[src/include/spi_flash_config.svh]
`ifndef SPI_FLASH_CONFIG_SVH
`define SPI_FLASH_CONFIG_SVH

// bit pacing, in CLK cycles.
`define SPI_TICKS_PER_BIT 8
`define SPI_SCK_RISE_TICK 4

// flash opcodes.
`define SPI_CMD_READ 8'h03
`define SPI_CMD_WAKE 8'hab

// host register offsets.
`define REG_ADDR_LO 8'h00
`define REG_ADDR_HI 8'h01
`define REG_CMD 8'h02
`define REG_DATA 8'h03
`define REG_STATUS 8'h04

`endif

[src/hw/bus_pkg.sv]
package bus_pkg;

	// offset on the host register bus.
	typedef logic [7:0] reg_addr_t;

	// one host data word.
	typedef logic [15:0] reg_word_t;

endpackage

[src/hw/spi_flash_pkg.sv]
package spi_flash_pkg;

	// halfword address, shifted left once for the byte address.
	typedef logic [22:0] word_addr_t;

	typedef logic [7:0] flash_byte_t;

	// wide enough for the 24 bit address phase.
	typedef logic [4:0] bit_count_t;

	typedef enum logic [2:0] {
		SEQ_IDLE = 3'd0,
		SEQ_OPCODE = 3'd1,
		SEQ_ADDRESS = 3'd2,
		SEQ_DATA = 3'd3,
		SEQ_DONE = 3'd4
	} seq_state_t;

endpackage

[src/hw/spi_flash_ifs.sv]
`timescale 1ns/1ps

// host registers to sequencer.
interface spi_ctrl_if import bus_pkg::*, spi_flash_pkg::*; ();
	logic go;
	logic wake;
	word_addr_t word_addr;
	reg_word_t rx_data;
	logic done_pulse;

	modport regs (output go, wake, word_addr, input rx_data, done_pulse);
	modport seq (input go, wake, output rx_data, done_pulse);
endinterface

// phase strobes shared by sequencer, timer and shifter.
interface spi_phase_if import spi_flash_pkg::*; ();
	logic active;
	logic restart;
	logic load_opcode;
	logic load_address;
	flash_byte_t opcode;
	logic sck_rise;
	logic bit_end;
	bit_count_t bit_index;

	modport seq (
		output active, restart, load_opcode, load_address, opcode,
		input bit_end, bit_index
	);
	modport timer (input active, restart, output sck_rise, bit_end, bit_index);
	modport shift (
		input active, restart, load_opcode, load_address, opcode, sck_rise, bit_end
	);
endinterface

[src/hw/spi_regs.sv]
`timescale 1ns/1ps
`include "spi_flash_config.svh"

module spi_regs
	import bus_pkg::*;
(
	input logic CLK,
	input logic RSTb,
	input reg_addr_t address,
	input reg_word_t data_in,
	input logic wr,
	output reg_word_t data_out,
	input logic busy,
	spi_ctrl_if.regs ctrl
);

	reg_word_t addr_lo;
	logic [6:0] addr_hi;
	reg_word_t rx_halfword;
	logic done;
	logic cmd_wr;
	logic busy_any;

	// a pending strobe counts as busy too.
	assign busy_any = busy | ctrl.go | ctrl.wake;

	assign cmd_wr = wr && (address == `REG_CMD) && !busy_any;

	assign ctrl.word_addr = {addr_hi, addr_lo};

	always_ff @(posedge CLK) begin
		if (!RSTb) begin
			addr_lo <= '0;
			addr_hi <= '0;
			ctrl.go <= 1'b0;
			ctrl.wake <= 1'b0;
			done <= 1'b0;
			rx_halfword <= '0;
		end else begin
			ctrl.go <= cmd_wr && data_in[0];
			ctrl.wake <= cmd_wr && data_in[1];
			if (wr && address == `REG_ADDR_LO) begin
				addr_lo <= data_in;
			end
			if (wr && address == `REG_ADDR_HI) begin
				addr_hi <= data_in[6:0];
			end
			// cleared on the accepting edge so a poll never sees stale done.
			if (cmd_wr && (data_in[0] || data_in[1])) begin
				done <= 1'b0;
			end else if (ctrl.done_pulse) begin
				done <= 1'b1;
			end
			if (ctrl.done_pulse) begin
				rx_halfword <= ctrl.rx_data;
			end
		end
	end

	always_comb begin
		case (address)
			`REG_DATA: begin
				// first byte on the wire goes low.
				data_out = {rx_halfword[7:0], rx_halfword[15:8]};
			end
			`REG_STATUS: begin
				data_out = {14'd0, busy_any, done};
			end
			default: begin
				data_out = '0;
			end
		endcase
	end

endmodule

[src/hw/spi_sequencer.sv]
`timescale 1ns/1ps
`include "spi_flash_config.svh"

module spi_sequencer
	import bus_pkg::*;
	import spi_flash_pkg::*;
(
	input logic CLK,
	input logic RSTb,
	spi_ctrl_if.seq ctrl,
	spi_phase_if.seq phase,
	input reg_word_t rx_word,
	output logic busy
);

	// last bit index of each phase.
	localparam bit_count_t OPCODE_LAST = 5'd7;
	localparam bit_count_t ADDRESS_LAST = 5'd23;
	localparam bit_count_t DATA_LAST = 5'd15;

	seq_state_t state;
	seq_state_t state_next;
	logic wake_op;

	// read wins when both strobes are set.
	assign phase.opcode = ctrl.go ? `SPI_CMD_READ : `SPI_CMD_WAKE;

	assign busy = (state != SEQ_IDLE);
	assign ctrl.done_pulse = (state == SEQ_DONE);
	assign ctrl.rx_data = rx_word;

	always_ff @(posedge CLK) begin
		if (!RSTb) begin
			state <= SEQ_IDLE;
			wake_op <= 1'b0;
		end else begin
			state <= state_next;
			if (phase.load_opcode) begin
				wake_op <= !ctrl.go;
			end
		end
	end

	always_comb begin
		state_next = state;
		phase.active = 1'b0;
		phase.restart = 1'b0;
		phase.load_opcode = 1'b0;
		phase.load_address = 1'b0;
		case (state)
			SEQ_IDLE: begin
				// active already here so CSb falls on the next edge.
				if (ctrl.go || ctrl.wake) begin
					phase.active = 1'b1;
					phase.restart = 1'b1;
					phase.load_opcode = 1'b1;
					state_next = SEQ_OPCODE;
				end
			end
			SEQ_OPCODE: begin
				phase.active = 1'b1;
				if (phase.bit_end && phase.bit_index == OPCODE_LAST) begin
					if (wake_op) begin
						state_next = SEQ_DONE;
					end else begin
						phase.restart = 1'b1;
						phase.load_address = 1'b1;
						state_next = SEQ_ADDRESS;
					end
				end
			end
			SEQ_ADDRESS: begin
				phase.active = 1'b1;
				if (phase.bit_end && phase.bit_index == ADDRESS_LAST) begin
					phase.restart = 1'b1;
					state_next = SEQ_DATA;
				end
			end
			SEQ_DATA: begin
				phase.active = 1'b1;
				if (phase.bit_end && phase.bit_index == DATA_LAST) begin
					state_next = SEQ_DONE;
				end
			end
			SEQ_DONE: begin
				state_next = SEQ_IDLE;
			end
			default: begin
				state_next = SEQ_IDLE;
			end
		endcase
	end

endmodule

[src/hw/spi_bit_timer.sv]
`timescale 1ns/1ps
`include "spi_flash_config.svh"

module spi_bit_timer
	import spi_flash_pkg::*;
(
	input logic CLK,
	input logic RSTb,
	spi_phase_if.timer phase
);

	localparam int TICK_W = $clog2(`SPI_TICKS_PER_BIT);
	localparam logic [TICK_W-1:0] RISE_TICK = TICK_W'(`SPI_SCK_RISE_TICK);
	localparam logic [TICK_W-1:0] LAST_TICK = TICK_W'(`SPI_TICKS_PER_BIT - 1);

	logic [TICK_W-1:0] tick;
	bit_count_t bit_index;

	assign phase.sck_rise = phase.active && (tick == RISE_TICK);
	assign phase.bit_end = phase.active && (tick == LAST_TICK);
	assign phase.bit_index = bit_index;

	always_ff @(posedge CLK) begin
		if (!RSTb) begin
			tick <= '0;
			bit_index <= '0;
		end else if (phase.restart) begin
			tick <= '0;
			bit_index <= '0;
		end else if (phase.active) begin
			// tick wraps to zero at the end of each bit.
			tick <= tick + 1'b1;
			if (tick == LAST_TICK) begin
				bit_index <= bit_index + 1'b1;
			end
		end
	end

endmodule

[src/hw/spi_shifter.sv]
`timescale 1ns/1ps

module spi_shifter
	import bus_pkg::*;
	import spi_flash_pkg::*;
(
	input logic CLK,
	input logic RSTb,
	spi_phase_if.shift phase,
	input word_addr_t word_addr,
	input logic miso,
	output logic mosi,
	output logic sck,
	output logic csb,
	output reg_word_t rx_word
);

	localparam int SHIFT_W = $bits(word_addr_t) + 1;
	localparam int PAD_W = SHIFT_W - $bits(flash_byte_t);

	logic [SHIFT_W-1:0] shift_q;
	logic rx_phase;

	assign mosi = shift_q[SHIFT_W-1];

	always_ff @(posedge CLK) begin
		if (!RSTb) begin
			shift_q <= '0;
			rx_phase <= 1'b0;
			rx_word <= '0;
			sck <= 1'b0;
			csb <= 1'b1;
		end else begin
			csb <= !phase.active;

			if (phase.load_opcode) begin
				shift_q <= {phase.opcode, {PAD_W{1'b0}}};
			end else if (phase.load_address) begin
				// byte address is twice the halfword address.
				shift_q <= {word_addr, 1'b0};
			end else if (phase.bit_end) begin
				shift_q <= {shift_q[SHIFT_W-2:0], 1'b0};
			end

			// a restart with no load opens the data phase.
			if (phase.load_opcode) begin
				rx_phase <= 1'b0;
			end else if (phase.restart && !phase.load_address) begin
				rx_phase <= 1'b1;
			end

			if (phase.sck_rise && rx_phase) begin
				rx_word <= {rx_word[$bits(reg_word_t)-2:0], miso};
			end

			if (phase.bit_end) begin
				sck <= 1'b0;
			end else if (phase.sck_rise) begin
				sck <= 1'b1;
			end
		end
	end

endmodule

[src/hw/spi_flash.sv]
`timescale 1ns/1ps

module spi_flash
	import bus_pkg::*;
(
	input logic CLK,
	input logic RSTb,
	input reg_addr_t ADDRESS,
	input reg_word_t DATA_IN,
	output reg_word_t DATA_OUT,
	input logic WR,
	output logic MOSI,
	input logic MISO,
	output logic SCK,
	output logic CSb
);

	spi_ctrl_if ctrl_bus ();
	spi_phase_if phase_bus ();

	reg_word_t rx_word;
	logic busy;

	spi_regs u_regs (
		.CLK(CLK),
		.RSTb(RSTb),
		.address(ADDRESS),
		.data_in(DATA_IN),
		.wr(WR),
		.data_out(DATA_OUT),
		.busy(busy),
		.ctrl(ctrl_bus.regs)
	);

	spi_sequencer u_sequencer (
		.CLK(CLK),
		.RSTb(RSTb),
		.ctrl(ctrl_bus.seq),
		.phase(phase_bus.seq),
		.rx_word(rx_word),
		.busy(busy)
	);

	spi_bit_timer u_bit_timer (
		.CLK(CLK),
		.RSTb(RSTb),
		.phase(phase_bus.timer)
	);

	spi_shifter u_shifter (
		.CLK(CLK),
		.RSTb(RSTb),
		.phase(phase_bus.shift),
		.word_addr(ctrl_bus.word_addr),
		.miso(MISO),
		.mosi(MOSI),
		.sck(SCK),
		.csb(CSb),
		.rx_word(rx_word)
	);

endmodule

[config.mk]
export PLATFORM = sky130hd
export DESIGN_NAME = spi_flash
export DESIGN_NICKNAME = d
export VERILOG_FILES = /design/src/hw/bus_pkg.sv /design/src/hw/spi_flash_pkg.sv /design/src/hw/spi_flash_ifs.sv /design/src/hw/spi_regs.sv /design/src/hw/spi_sequencer.sv /design/src/hw/spi_bit_timer.sv /design/src/hw/spi_shifter.sv /design/src/hw/spi_flash.sv
export VERILOG_INCLUDE_DIRS = /design/src /design/src/include
export SDC_FILE = /design/constraint.sdc
export NUM_CORES = 1
export LEC_CHECK = 0
export BUFFER_PORTS_ARGS = -buffer_cell sky130_fd_sc_hd__buf_2
export CAP_MARGIN = 25
export CORE_MARGIN = 8
export CORE_UTILIZATION = 30
export DETAILED_ROUTE_END_ITERATION = 6
export GPL_TIMING_DRIVEN = 0
export PLACE_DENSITY = 0.49
export SKIP_CTS_REPAIR_TIMING = 1
export SLEW_MARGIN = 20
export SYNTH_ARGS = -nofsm -noshare
export SYNTH_HDL_FRONTEND = slang
export SYNTH_HIERARCHICAL = 1
export SYNTH_SLANG_ARGS = --single-unit
[constraint.sdc]
create_clock -name CLK -period 2.8 [get_ports CLK]
set_input_delay 0.42 -clock CLK [delete_from_list [all_inputs] [get_ports CLK]]
set_output_delay 0.42 -clock CLK [all_outputs]
set_load 0.02 [all_outputs]
Word-level counts from Yosys, hierarchy flattened
Index checks and enable logic that the tools add are counted.
{"block": "totals", "elab_cells": 89, "rom_bits": 0, "n_memories": 0, "latchBits": 0, "register_bits": 96, "in_bits": 28, "ramBits": 0}
{"block": "classes", "n_reduce_logical": 32, "shift": 0, "n_mul": 0, "muxes": 19, "add_sub_neg": 2, "bitwise_logic": 3, "div": 0, "eq_ne": 17, "magnitude_cmp": 0}
{"operator": "24-bit two-way mux", "count": 3}
{"operator": "16-bit one-hot mux with 2 select lines", "count": 1}
{"operator": "8-bit by 2-bit == test with 1-bit output, second input constant", "count": 2}
{"operator": "3-bit two-way mux", "count": 5}
{"operator": "1-bit logical AND", "count": 14}
{"operator": "3-bit one-hot mux with 4 select lines", "count": 1}
{"operator": "3-bit == test, second input constant", "count": 3}
{"operator": "8-bit by 1-bit == test with 1-bit output, second input constant", "count": 1}
{"operator": "8-bit by 3-bit == test with 1-bit output, second input constant", "count": 1}
{"operator": "8-bit logical NOT", "count": 1}
{"operator": "8-bit two-way mux", "count": 1}
{"operator": "2-bit by 1-bit inequality test with 1-bit output, second input constant", "count": 4}
{"operator": "2-bit OR reduction", "count": 4}
{"operator": "3-bit by 2-bit == test with 1-bit output, second input constant", "count": 2}
{"operator": "1-bit two-way mux", "count": 6}
{"operator": "3-bit nonzero test", "count": 2}
{"operator": "5-bit by 1-bit adder with 5-bit output, second input constant", "count": 1}
{"operator": "5-bit by 3-bit == test with 1-bit output, second input constant", "count": 1}
{"operator": "5-bit by 4-bit == test with 1-bit output, second input constant", "count": 1}
{"operator": "5-bit == test, second input constant", "count": 1}
{"operator": "1-bit logical NOT", "count": 4}
{"operator": "4-bit AND reduction", "count": 1}
{"operator": "3-bit by 1-bit adder with 3-bit output, second input constant", "count": 1}
{"operator": "3-bit by 1-bit == test with 1-bit output, second input constant", "count": 1}
{"operator": "other kinds (9)", "count": 11}

Longest topological paths before layout
Gate-level depths: netlist (run 1).
{"block": "depth", "ltp_word": 9, "mapped_depth": 14, "depth_no_buf": 10}

Modules after synthesis
Netlist (run 1), hierarchy kept.
{"mod": "spi_shifter", "instances": 1, "seq_area_each_um2": 840.8, "cells_per_inst": 214, "area_per_inst_um2": 1848.0}
{"mod": "spi_regs", "instances": 1, "seq_area_each_um2": 840.8, "cells_per_inst": 185, "area_per_inst_um2": 1752.9}
{"mod": "spi_sequencer", "instances": 1, "seq_area_each_um2": 80.1, "cells_per_inst": 65, "area_per_inst_um2": 501.7}
{"mod": "spi_bit_timer", "instances": 1, "seq_area_each_um2": 160.2, "cells_per_inst": 42, "area_per_inst_um2": 394.1}

Worst setup path before layout (run 1)
OpenSTA, ideal clock, no wires.
{"block": "synth_path", "kind": "register -> register", "start": "register u_sequencer.state[1]", "end": "register u_shifter.shift_q[23]", "t_required_ps": 2683, "t_arrival_ps": 2148, "synth_period_minus_slack_ps": 2265, "setup_slack_ps": 535, "path_stages_with_launch": 15, "n_path_buf": 4, "path_cell_list": "dfxtp_1 buf_4 nor4_1 nor2_1 buf_6 nand2_2 inv_1 and4_1 buf_2 nand3_1 inv_1 buf_2 a21oi_1 o21ai_0 a32o_1"}
{"block": "synth_between", "elab_chain_len": 9, "elab_cells_between_ends": 14}
{"item": "start: declaration", "line_no": "spi_sequencer.sv:21", "source": "seq_state_t state;"}
{"item": "start signal: assignment", "line_no": "spi_sequencer.sv:37", "source": "state <= state_next;"}
{"item": "3-bit by 1-bit == test with 1-bit output / 3-bit by 2-bit == test with 1-bit output (equally long branches)", "line_no": "spi_sequencer.sv:50", "source": "case (state)"}
{"item": "3-bit OR reduction (no line)"}
{"item": "1-bit one-hot mux with 2 select lines (*)", "line_no": "spi_sequencer.sv:50"}
{"item": "via phase_bus.active", "line_no": "spi_flash_ifs.sv:17", "source": "logic active;"}
{"item": "1-bit logical AND (*)", "line_no": "spi_bit_timer.sv:20", "source": "assign phase.bit_end = phase.active && (tick == LAST_TICK);"}
{"item": "via phase_bus.bit_end", "line_no": "spi_flash_ifs.sv:23", "source": "logic bit_end;"}
{"item": "1-bit logical AND (*)", "line_no": "spi_sequencer.sv:62", "source": "if (phase.bit_end && phase.bit_index == OPCODE_LAST) begin"}
{"item": "1-bit two-way mux (*)", "line_no": "spi_sequencer.sv:62"}
{"item": "1-bit two-way mux (*)", "line_no": "spi_sequencer.sv:50"}
{"item": "via phase_bus.load_address", "line_no": "spi_flash_ifs.sv:20", "source": "logic load_address;"}
{"item": "24-bit two-way mux", "line_no": "spi_shifter.sv:38", "source": "end else if (phase.load_address) begin"}
{"item": "24-bit two-way mux", "line_no": "spi_shifter.sv:36", "source": "if (phase.load_opcode) begin"}
{"item": "end signal: assignment", "line_no": "spi_shifter.sv:37", "source": "shift_q <= {phase.opcode, {PAD_W{1'b0}}};"}
{"item": "end signal: assignment", "line_no": "spi_shifter.sv:40", "source": "shift_q <= {word_addr, 1'b0};"}
{"item": "end signal: assignment", "line_no": "spi_shifter.sv:42", "source": "shift_q <= {shift_q[SHIFT_W-2:0], 1'b0};"}
{"item": "end: declaration", "line_no": "spi_shifter.sv:21", "source": "logic [SHIFT_W-1:0] shift_q;"}
The timed path passes the listed nets; every way through them passes the cells marked *.
A chain may end at the register's enable or synchronous reset.

Worst setup path after layout (run 1)
{"block": "layout_path", "start": "register u_sequencer.state[1]", "end": "register u_shifter.shift_q[18]"}
Same word-level chain as after synthesis.

==> impl_metrics.py, run 1 <==
metrics = {
    "detailed_routing": {
        "route.detailed.drc": 0,
        "drtIter0Drc": 165,
        "top_layer_used": "met4",
        "wl_met3_um": 358,
        "met2_length_um": 4478,
        "wl_met1_um": 4952,
        "vias": 3422,
        "wl_per_cell_um": 13.20,
        "drt-pass1-iter-count": 4,
        "drt-total-wl_um": 9965,
        "antenna_left": 0,
        "vias_per_cell": 4.532,
    },
    "floorplan": {
        "start_util_pct": 30.82,
        "die_x_um": 138.4,
        "io_pins": 47,
        "fp.dieArea_sq_um": 19160,
        "core-area_sq_um": 14590,
        "die_h_um": 138.4,
        "rows": 44,
    },
    "timing": {
        "setup_ws_ns": 0.2389,
        "slew_headroom_pct": 62.57,
        "fin_crit_sh_pct": 91.47,
        "finalHoldViolCount": 0,
        "setup_viol": 0,
        "worst_slew_pin_slew_ns": 0.5614,
        "timing.setup.tns_ns": 0,
        "drv_slew": 0,
        "fin_crit_ns": 2.561,
        "fmaxAchievable_mhz": 390.5,
        "whs_ns": 0.3095,
        "finClkSkew_ns": 0.005119,
        "rsz0062_at_grt": "false",
    },
    "grt": {
        "grt_overflow": 0,
        "grt_max_degree": 17,
        "track_usage_pct": 10.67,
        "antenna_found_initial": 0,
        "first_global_vias": 3356,
        "grt_pass1_wl_um": 16870,
    },
    "pwr": {
        "seq_power_share_pct": 52.1,
        "power.switching_uw": 594.6,
        "p_comb_share_pct": 3.5,
        "fin_total_pwr_mw": 2.623,
        "internal_power_mw": 2.029,
        "power_density_nw_per_um2": 499.6,
        "vdd_drop_max_mv": 0.2666,
        "p_clk_share_pct": 44.5,
        "swShare_pct": 22.66,
        "p_leak_nw": 2.163,
    },
    "clock_tree": {
        "numCtsBuffers": 9,
        "cts-root-buf": "clkbuf_16",
        "path_clk_slew_ns": 0.07,
        "htree_levels": 3,
        "cts_tree": "yes",
        "cts.sinks": 96,
        "ctsLongestPathBuffers": 2,
        "clock_latency_ns": 0.35,
    },
    "yosys": {
        "synth-seq-area-share_pct": 42.74,
        "synth_ff_type": "dfxtp_1",
        "synthCells": 506,
        "avgSynthCellArea_sq_um": 8.887,
        "synth_edf_count": 0,
        "syn_area_sq_um": 4497,
        "ys_ff_latch": 96,
        "synth_warnings": 6,
        "synth-async-reset-ratio_pct": 0,
        "synth.distinct_cells": 56,
    },
    "worst_setup_path": {
        "critPathMaxFanout": 10,
        "setup.worst_path.end_class": "register",
        "cp_common_cell": "buf_2",
        "slowest_stage": "dfxtp_1",
        "critPathKind": "reg2reg",
        "startpoint_type": "register",
        "critical_path.max_stage_delay_ns": 0.32,
        "required_ns": 3.04,
        "arrival_ns": 2.80,
        "cp_cell_sequence": "buf_4, nor4_1, nor2_1, buf_6, nand2_2, inv_1, and4_1, buf_2, nand3_1, inv_2, buf_2, a21oi_1, o21ai_0, a32o_1",
    },
    "place": {
        "place_hpwl_um": 7403,
        "dp_slack_ns": 0.1891,
        "dpl.cell_count": 739,
        "gp_congestion": 0.7720,
        "io_buffer_count": 46,
        "placed_area_sq_um": 4969,
    },
    "final_layout": {
        "final_cell_area_sq_um": 5251,
        "diodes": 0,
        "drive_above_1_share_pct": 23.64,
        "fin_nets": 598,
        "utilization_pct": 35.99,
        "synthToLayoutAreaGrowth_pct": 16.78,
        "stdcell_count": 755,
    },
    "run_status": {
        "status": "completed",
    },
    "min_path": {
        "hp-class": "in2reg",
    },
    "job": {
        "drv_cap": 0,
    },
}
==> cell usage after synthesis, types with 4 or more instances <==
library cell	count	share of area, %
and2_1	15	2.1
buf_6	4	1.0
nor2_1	29	2.4
dfxtp_1	96	43
buf_2	10	1.1
a21boi_0	15	2.5
buf_4	28	4.7
nand2_1	112	9.3
mux2i_1	42	9.3
mux2_2	14	3.5
clkbuf_1	9	0.75
a32o_1	7	1.6
nand2b_1	10	1.4
a21oi_1	29	3.2
inv_1	14	1.2
o21ai_0	10	1.1
nand3_1	5	0.56
ha_1	4	1.1
==> routing by layer <==
metal	vias up	GRT usage, %
li1	1782	-
met1	1578	13.67
met2	51	16.51
met3	11	2.877
met4	0	4.462
met5	-	0
==> flip-flops by register name, indices dropped and copies added, names as in the netlist, 3 cells and up <==
register	flops
u_regs/addr_lo	16
u_bit_timer/phase.bit_index	5
u_regs/rx_halfword	16
u_bit_timer/tick	3
u_regs/addr_hi	7
u_shifter/rx_word	16
u_shifter/shift_q	23
u_sequencer/state	3
==> critical path, delay by kind of cell (launching register included) <==
family / cells / cell delay, ns
buffers and inverters: 6 / 0.83
AND/OR/NAND/NOR: 5 / 0.77
AO/OA/AOI/OAI: 3 / 0.50
flip-flops: 1 / 0.32
==> power by group through the flow <==
stage / combinational [mW] / sequential, mW / clock, mW
after floorplan: 0.0499 / 1.40 / 0
after global placement: 0.0910 / 1.40 / 0
after detailed placement: 0.0924 / 1.40 / 0
after CTS: 0.0925 / 1.37 / 1.22
after global routing: 0.102 / 1.36 / 1.27
final: 0.0913 / 1.37 / 1.17
==> layout make-up <==
type	count	area, sq um
multi-input combinational	344	2162
clock buffer	10	239.0
tap	184	230.2
sequential	96	1922
timing repair buffer	46	230.2
clock inverter	6	43.79
fill	1506	9338
buffer	54	367.9
inverter	15	56.30
==> worst paths after layout <==
path / slack, ns / to / from / cells after the start
setup / recovery: 0.24 / u_shifter/shift_q[18]$_SDFFE_PN0P_ / u_sequencer/state[1]$_SDFFE_PN0P_ / 14
hold reg to reg: 0.46 / u_shifter/shift_q[2]$_SDFFE_PP0P_ / u_regs/addr_lo[1]$_SDFFE_PN0P_ / 2
hold / removal: 0.31 / u_regs/addr_lo[13]$_SDFFE_PN0P_ / DATA_IN[13] / 3
setup reg to reg: 0.24 / u_shifter/shift_q[18]$_SDFFE_PN0P_ / u_sequencer/state[1]$_SDFFE_PN0P_ / 14
==> logic make-up after synthesis <==
group / synth area share [%]
flops: 42.74
compound gates: 10.66
xor+xnor: 0.7792
simple gates: 22.26
mux: 12.85
other cells: 0.1670
buf+inv: 9.432
fa+ha+maj: 1.113
==> placed cells by master, fill, tap and decap left out, types with 3 or more instances in the layout <==
master | Yosys | routed
ha_1 | 4 | 4
clkbuf_1 | 9 | 9
dfxtp_1 | 96 | 96
nor2_1 | 29 | 29
nand3_1 | 5 | 5
inv_1 | 14 | 13
o21ai_0 | 10 | 9
clkbuf_16 | 0 | 9
buf_4 | 28 | 28
nor4_1 | 3 | 3
a21oi_1 | 29 | 29
a32o_1 | 7 | 7
mux2_2 | 14 | 14
nand2b_1 | 10 | 10
nor3b_1 | 3 | 3
conb_1 | 2 | 5
buf_6 | 4 | 4
and2_1 | 15 | 15
mux2i_1 | 42 | 42
nor2b_1 | 3 | 3
a21boi_0 | 15 | 15
nand2_1 | 112 | 112
nor3_1 | 3 | 3
clkinvlp_4 | 0 | 4
buf_2 | 10 | 56
Note: power is estimated with default switching activity, not from simulation.
==> inputs of run 2 (changes only) <==
Settings changed: REMOVE_ABC_BUFFERS set to 1.
==> run 2 against run 1 <==
  * Sequential share of layout area rose by 1.4 points
  * Sequential cell count unchanged
  * Die area did not move
  * Cell count is 5.2% lower
  * Critical endpoint is now u_shifter/shift_q[5]$_SDFFE_PP0P_
  * Largest cell class unchanged
  * Largest power group unchanged
==> impl_metrics.py, run 2 (synthesis results as in run 1) <==
metrics = {
    "final_layout": {
        "diodes": 0,
        "layout_common_cells": "112 x nand2_1, 94 x dfxtp_1, 45 x buf_2, 42 x mux2i_1, 29 x a21oi_1",
        "synthToLayoutAreaGrowth_pct": 12.49,
        "top_register": "u_shifter/shift_q",
        "drive_above_1_share_pct": 21.43,
        "fin_nets": 559,
        "utilization_pct": 34.67,
        "final_common_cell": "nand2_1",
        "largest_register_ffs": 23,
        "stdcell_count": 716,
    },
    "place": {
        "gp_congestion": 0.7077,
        "io_buffer_count": 46,
        "dpl.cell_count": 687,
        "place_hpwl_um": 6299,
    },
    "worst_setup_path": {
        "slowest_stage": "dfxtp_2",
        "cp_common_cell": "clkinvlp_4",
        "startpoint_type": "register",
        "critPathKind": "reg2reg",
        "cp_cell_sequence": "nor4_2, nor2_2, nand2_2, clkinvlp_4, and4_2, nand3_1, clkinvlp_4, buf_8, clkinvlp_4, buf_4, nand2_1, a21oi_1",
        "arrival_ns": 2.69,
        "required_ns": 2.98,
        "critical_path.max_stage_delay_ns": 0.47,
        "cp_num_buf_inv": 5,
        "critPathMaxFanout": 21,
        "crit_family": "simple AND/OR/NAND/NOR gates",
        "setup.worst_path.end_class": "register",
    },
    "clock_tree": {
        "cts-root-buf": "clkbuf_16",
        "path_clk_slew_ns": 0.07,
        "clock_latency_ns": 0.34,
        "ctsLongestPathBuffers": 2,
        "cts_tree": "yes",
        "numCtsBuffers": 9,
        "cts.sinks": 96,
        "htree_levels": 3,
    },
    "detailed_routing": {
        "vias": 3243,
        "wl_met1_um": 4503,
        "vias_per_cell": 4.529,
        "wl_met3_um": 382,
        "wl_per_cell_um": 13.02,
        "met2_length_um": 4294,
        "drt-total-wl_um": 9319,
        "route.detailed.drc": 0,
        "antenna_left": 0,
        "drt-pass1-iter-count": 4,
        "drtIter0Drc": 125,
        "top_layer_used": "met4",
    },
    "timing": {
        "fmaxAchievable_mhz": 399.2,
        "fin_crit_ns": 2.505,
        "finalHoldViolCount": 0,
        "setup_viol": 0,
        "fin_crit_sh_pct": 89.45,
        "timing.setup.tns_ns": 0,
        "slew_headroom_pct": 45.95,
        "finClkSkew_ns": 0.01016,
        "worst_slew_pin_slew_ns": 0.8108,
        "whs_ns": 0.3192,
        "drv_slew": 0,
        "rsz0062_at_grt": "false",
    },
    "min_path": {
        "hp-class": "in2reg",
    },
    "grt": {
        "first_global_vias": 3180,
        "grt_overflow": 0,
        "grt_max_degree": 72,
        "grt_pass1_wl_um": 15550,
        "track_usage_pct": 9.702,
        "antenna_found_initial": 0,
    },
    "floorplan": {
        "core-area_sq_um": 14590,
        "die_h_um": 138.4,
        "start_util_pct": 30.82,
        "die_x_um": 138.4,
        "io_pins": 47,
        "rows": 44,
        "fp.dieArea_sq_um": 19160,
    },
    "run_status": {
        "status": "completed",
    },
    "job": {
        "drv_cap": 0,
    },
    "pwr": {
        "power_density_nw_per_um2": 514.2,
        "fin_total_pwr_mw": 2.601,
        "p_leak_nw": 2.007,
        "vdd_drop_max_mv": 0.2463,
    },
}
run 2: power breakdown:
group / total (mW) / internal [mW] / leakage (nW) / switching [mW]
clock: 1.16 / 0.629 / 0.139 / 0.528
sequential: 1.37 / 1.37 / 0.774 / 0.000410
combinational: 0.0781 / 0.0274 / 1.09 / 0.0507
run 2: cell type report:
class                      instances  area (sq um)
clock buffer                      10         239.0
fill                            1510          9530
sequential                        96          1924
inverter                          15         67.56
timing repair buffer              61         376.6
tap                              184         230.2
clock inverter                     6         43.79
multi-input combinational        344          2177
run 2: worst paths after layout:
check,cells past startpoint,start,to,slack (ns)
min reg2reg,2,u_regs/addr_lo[9]$_SDFFE_PN0P_,u_regs/addr_lo[9]$_SDFFE_PN0P_,0.46
max reg2reg,12,u_sequencer/state[1]$_SDFFE_PN0P_,u_shifter/shift_q[5]$_SDFFE_PP0P_,0.30
min,3,DATA_IN[8],u_regs/addr_lo[8]$_SDFFE_PN0P_,0.32
max,12,u_sequencer/state[1]$_SDFFE_PN0P_,u_shifter/shift_q[5]$_SDFFE_PP0P_,0.30
run 2: metrics by stage:
stage	area, sq um	worst slack [ns]
after global routing	5059	0.05921
final	5059	0.2953
after CTS	4910	-2.006
after detailed placement	4627	-1.980
after global placement	4601	-1.904
after floorplan	4140	-0.7496
run 2: layer usage:
metal	global-route usage (%)	vias to the layer above
met3	2.877	10
met2	15.62	36
met4	4.119	0
met5	0	-
li1	-	1707
met1	11.76	1490
run 2: tightest hold or removal path, cell delays in order:
cell and delay [ns]:
buf_2 0.09, nand2_1 0.04, mux2i_1 0.05
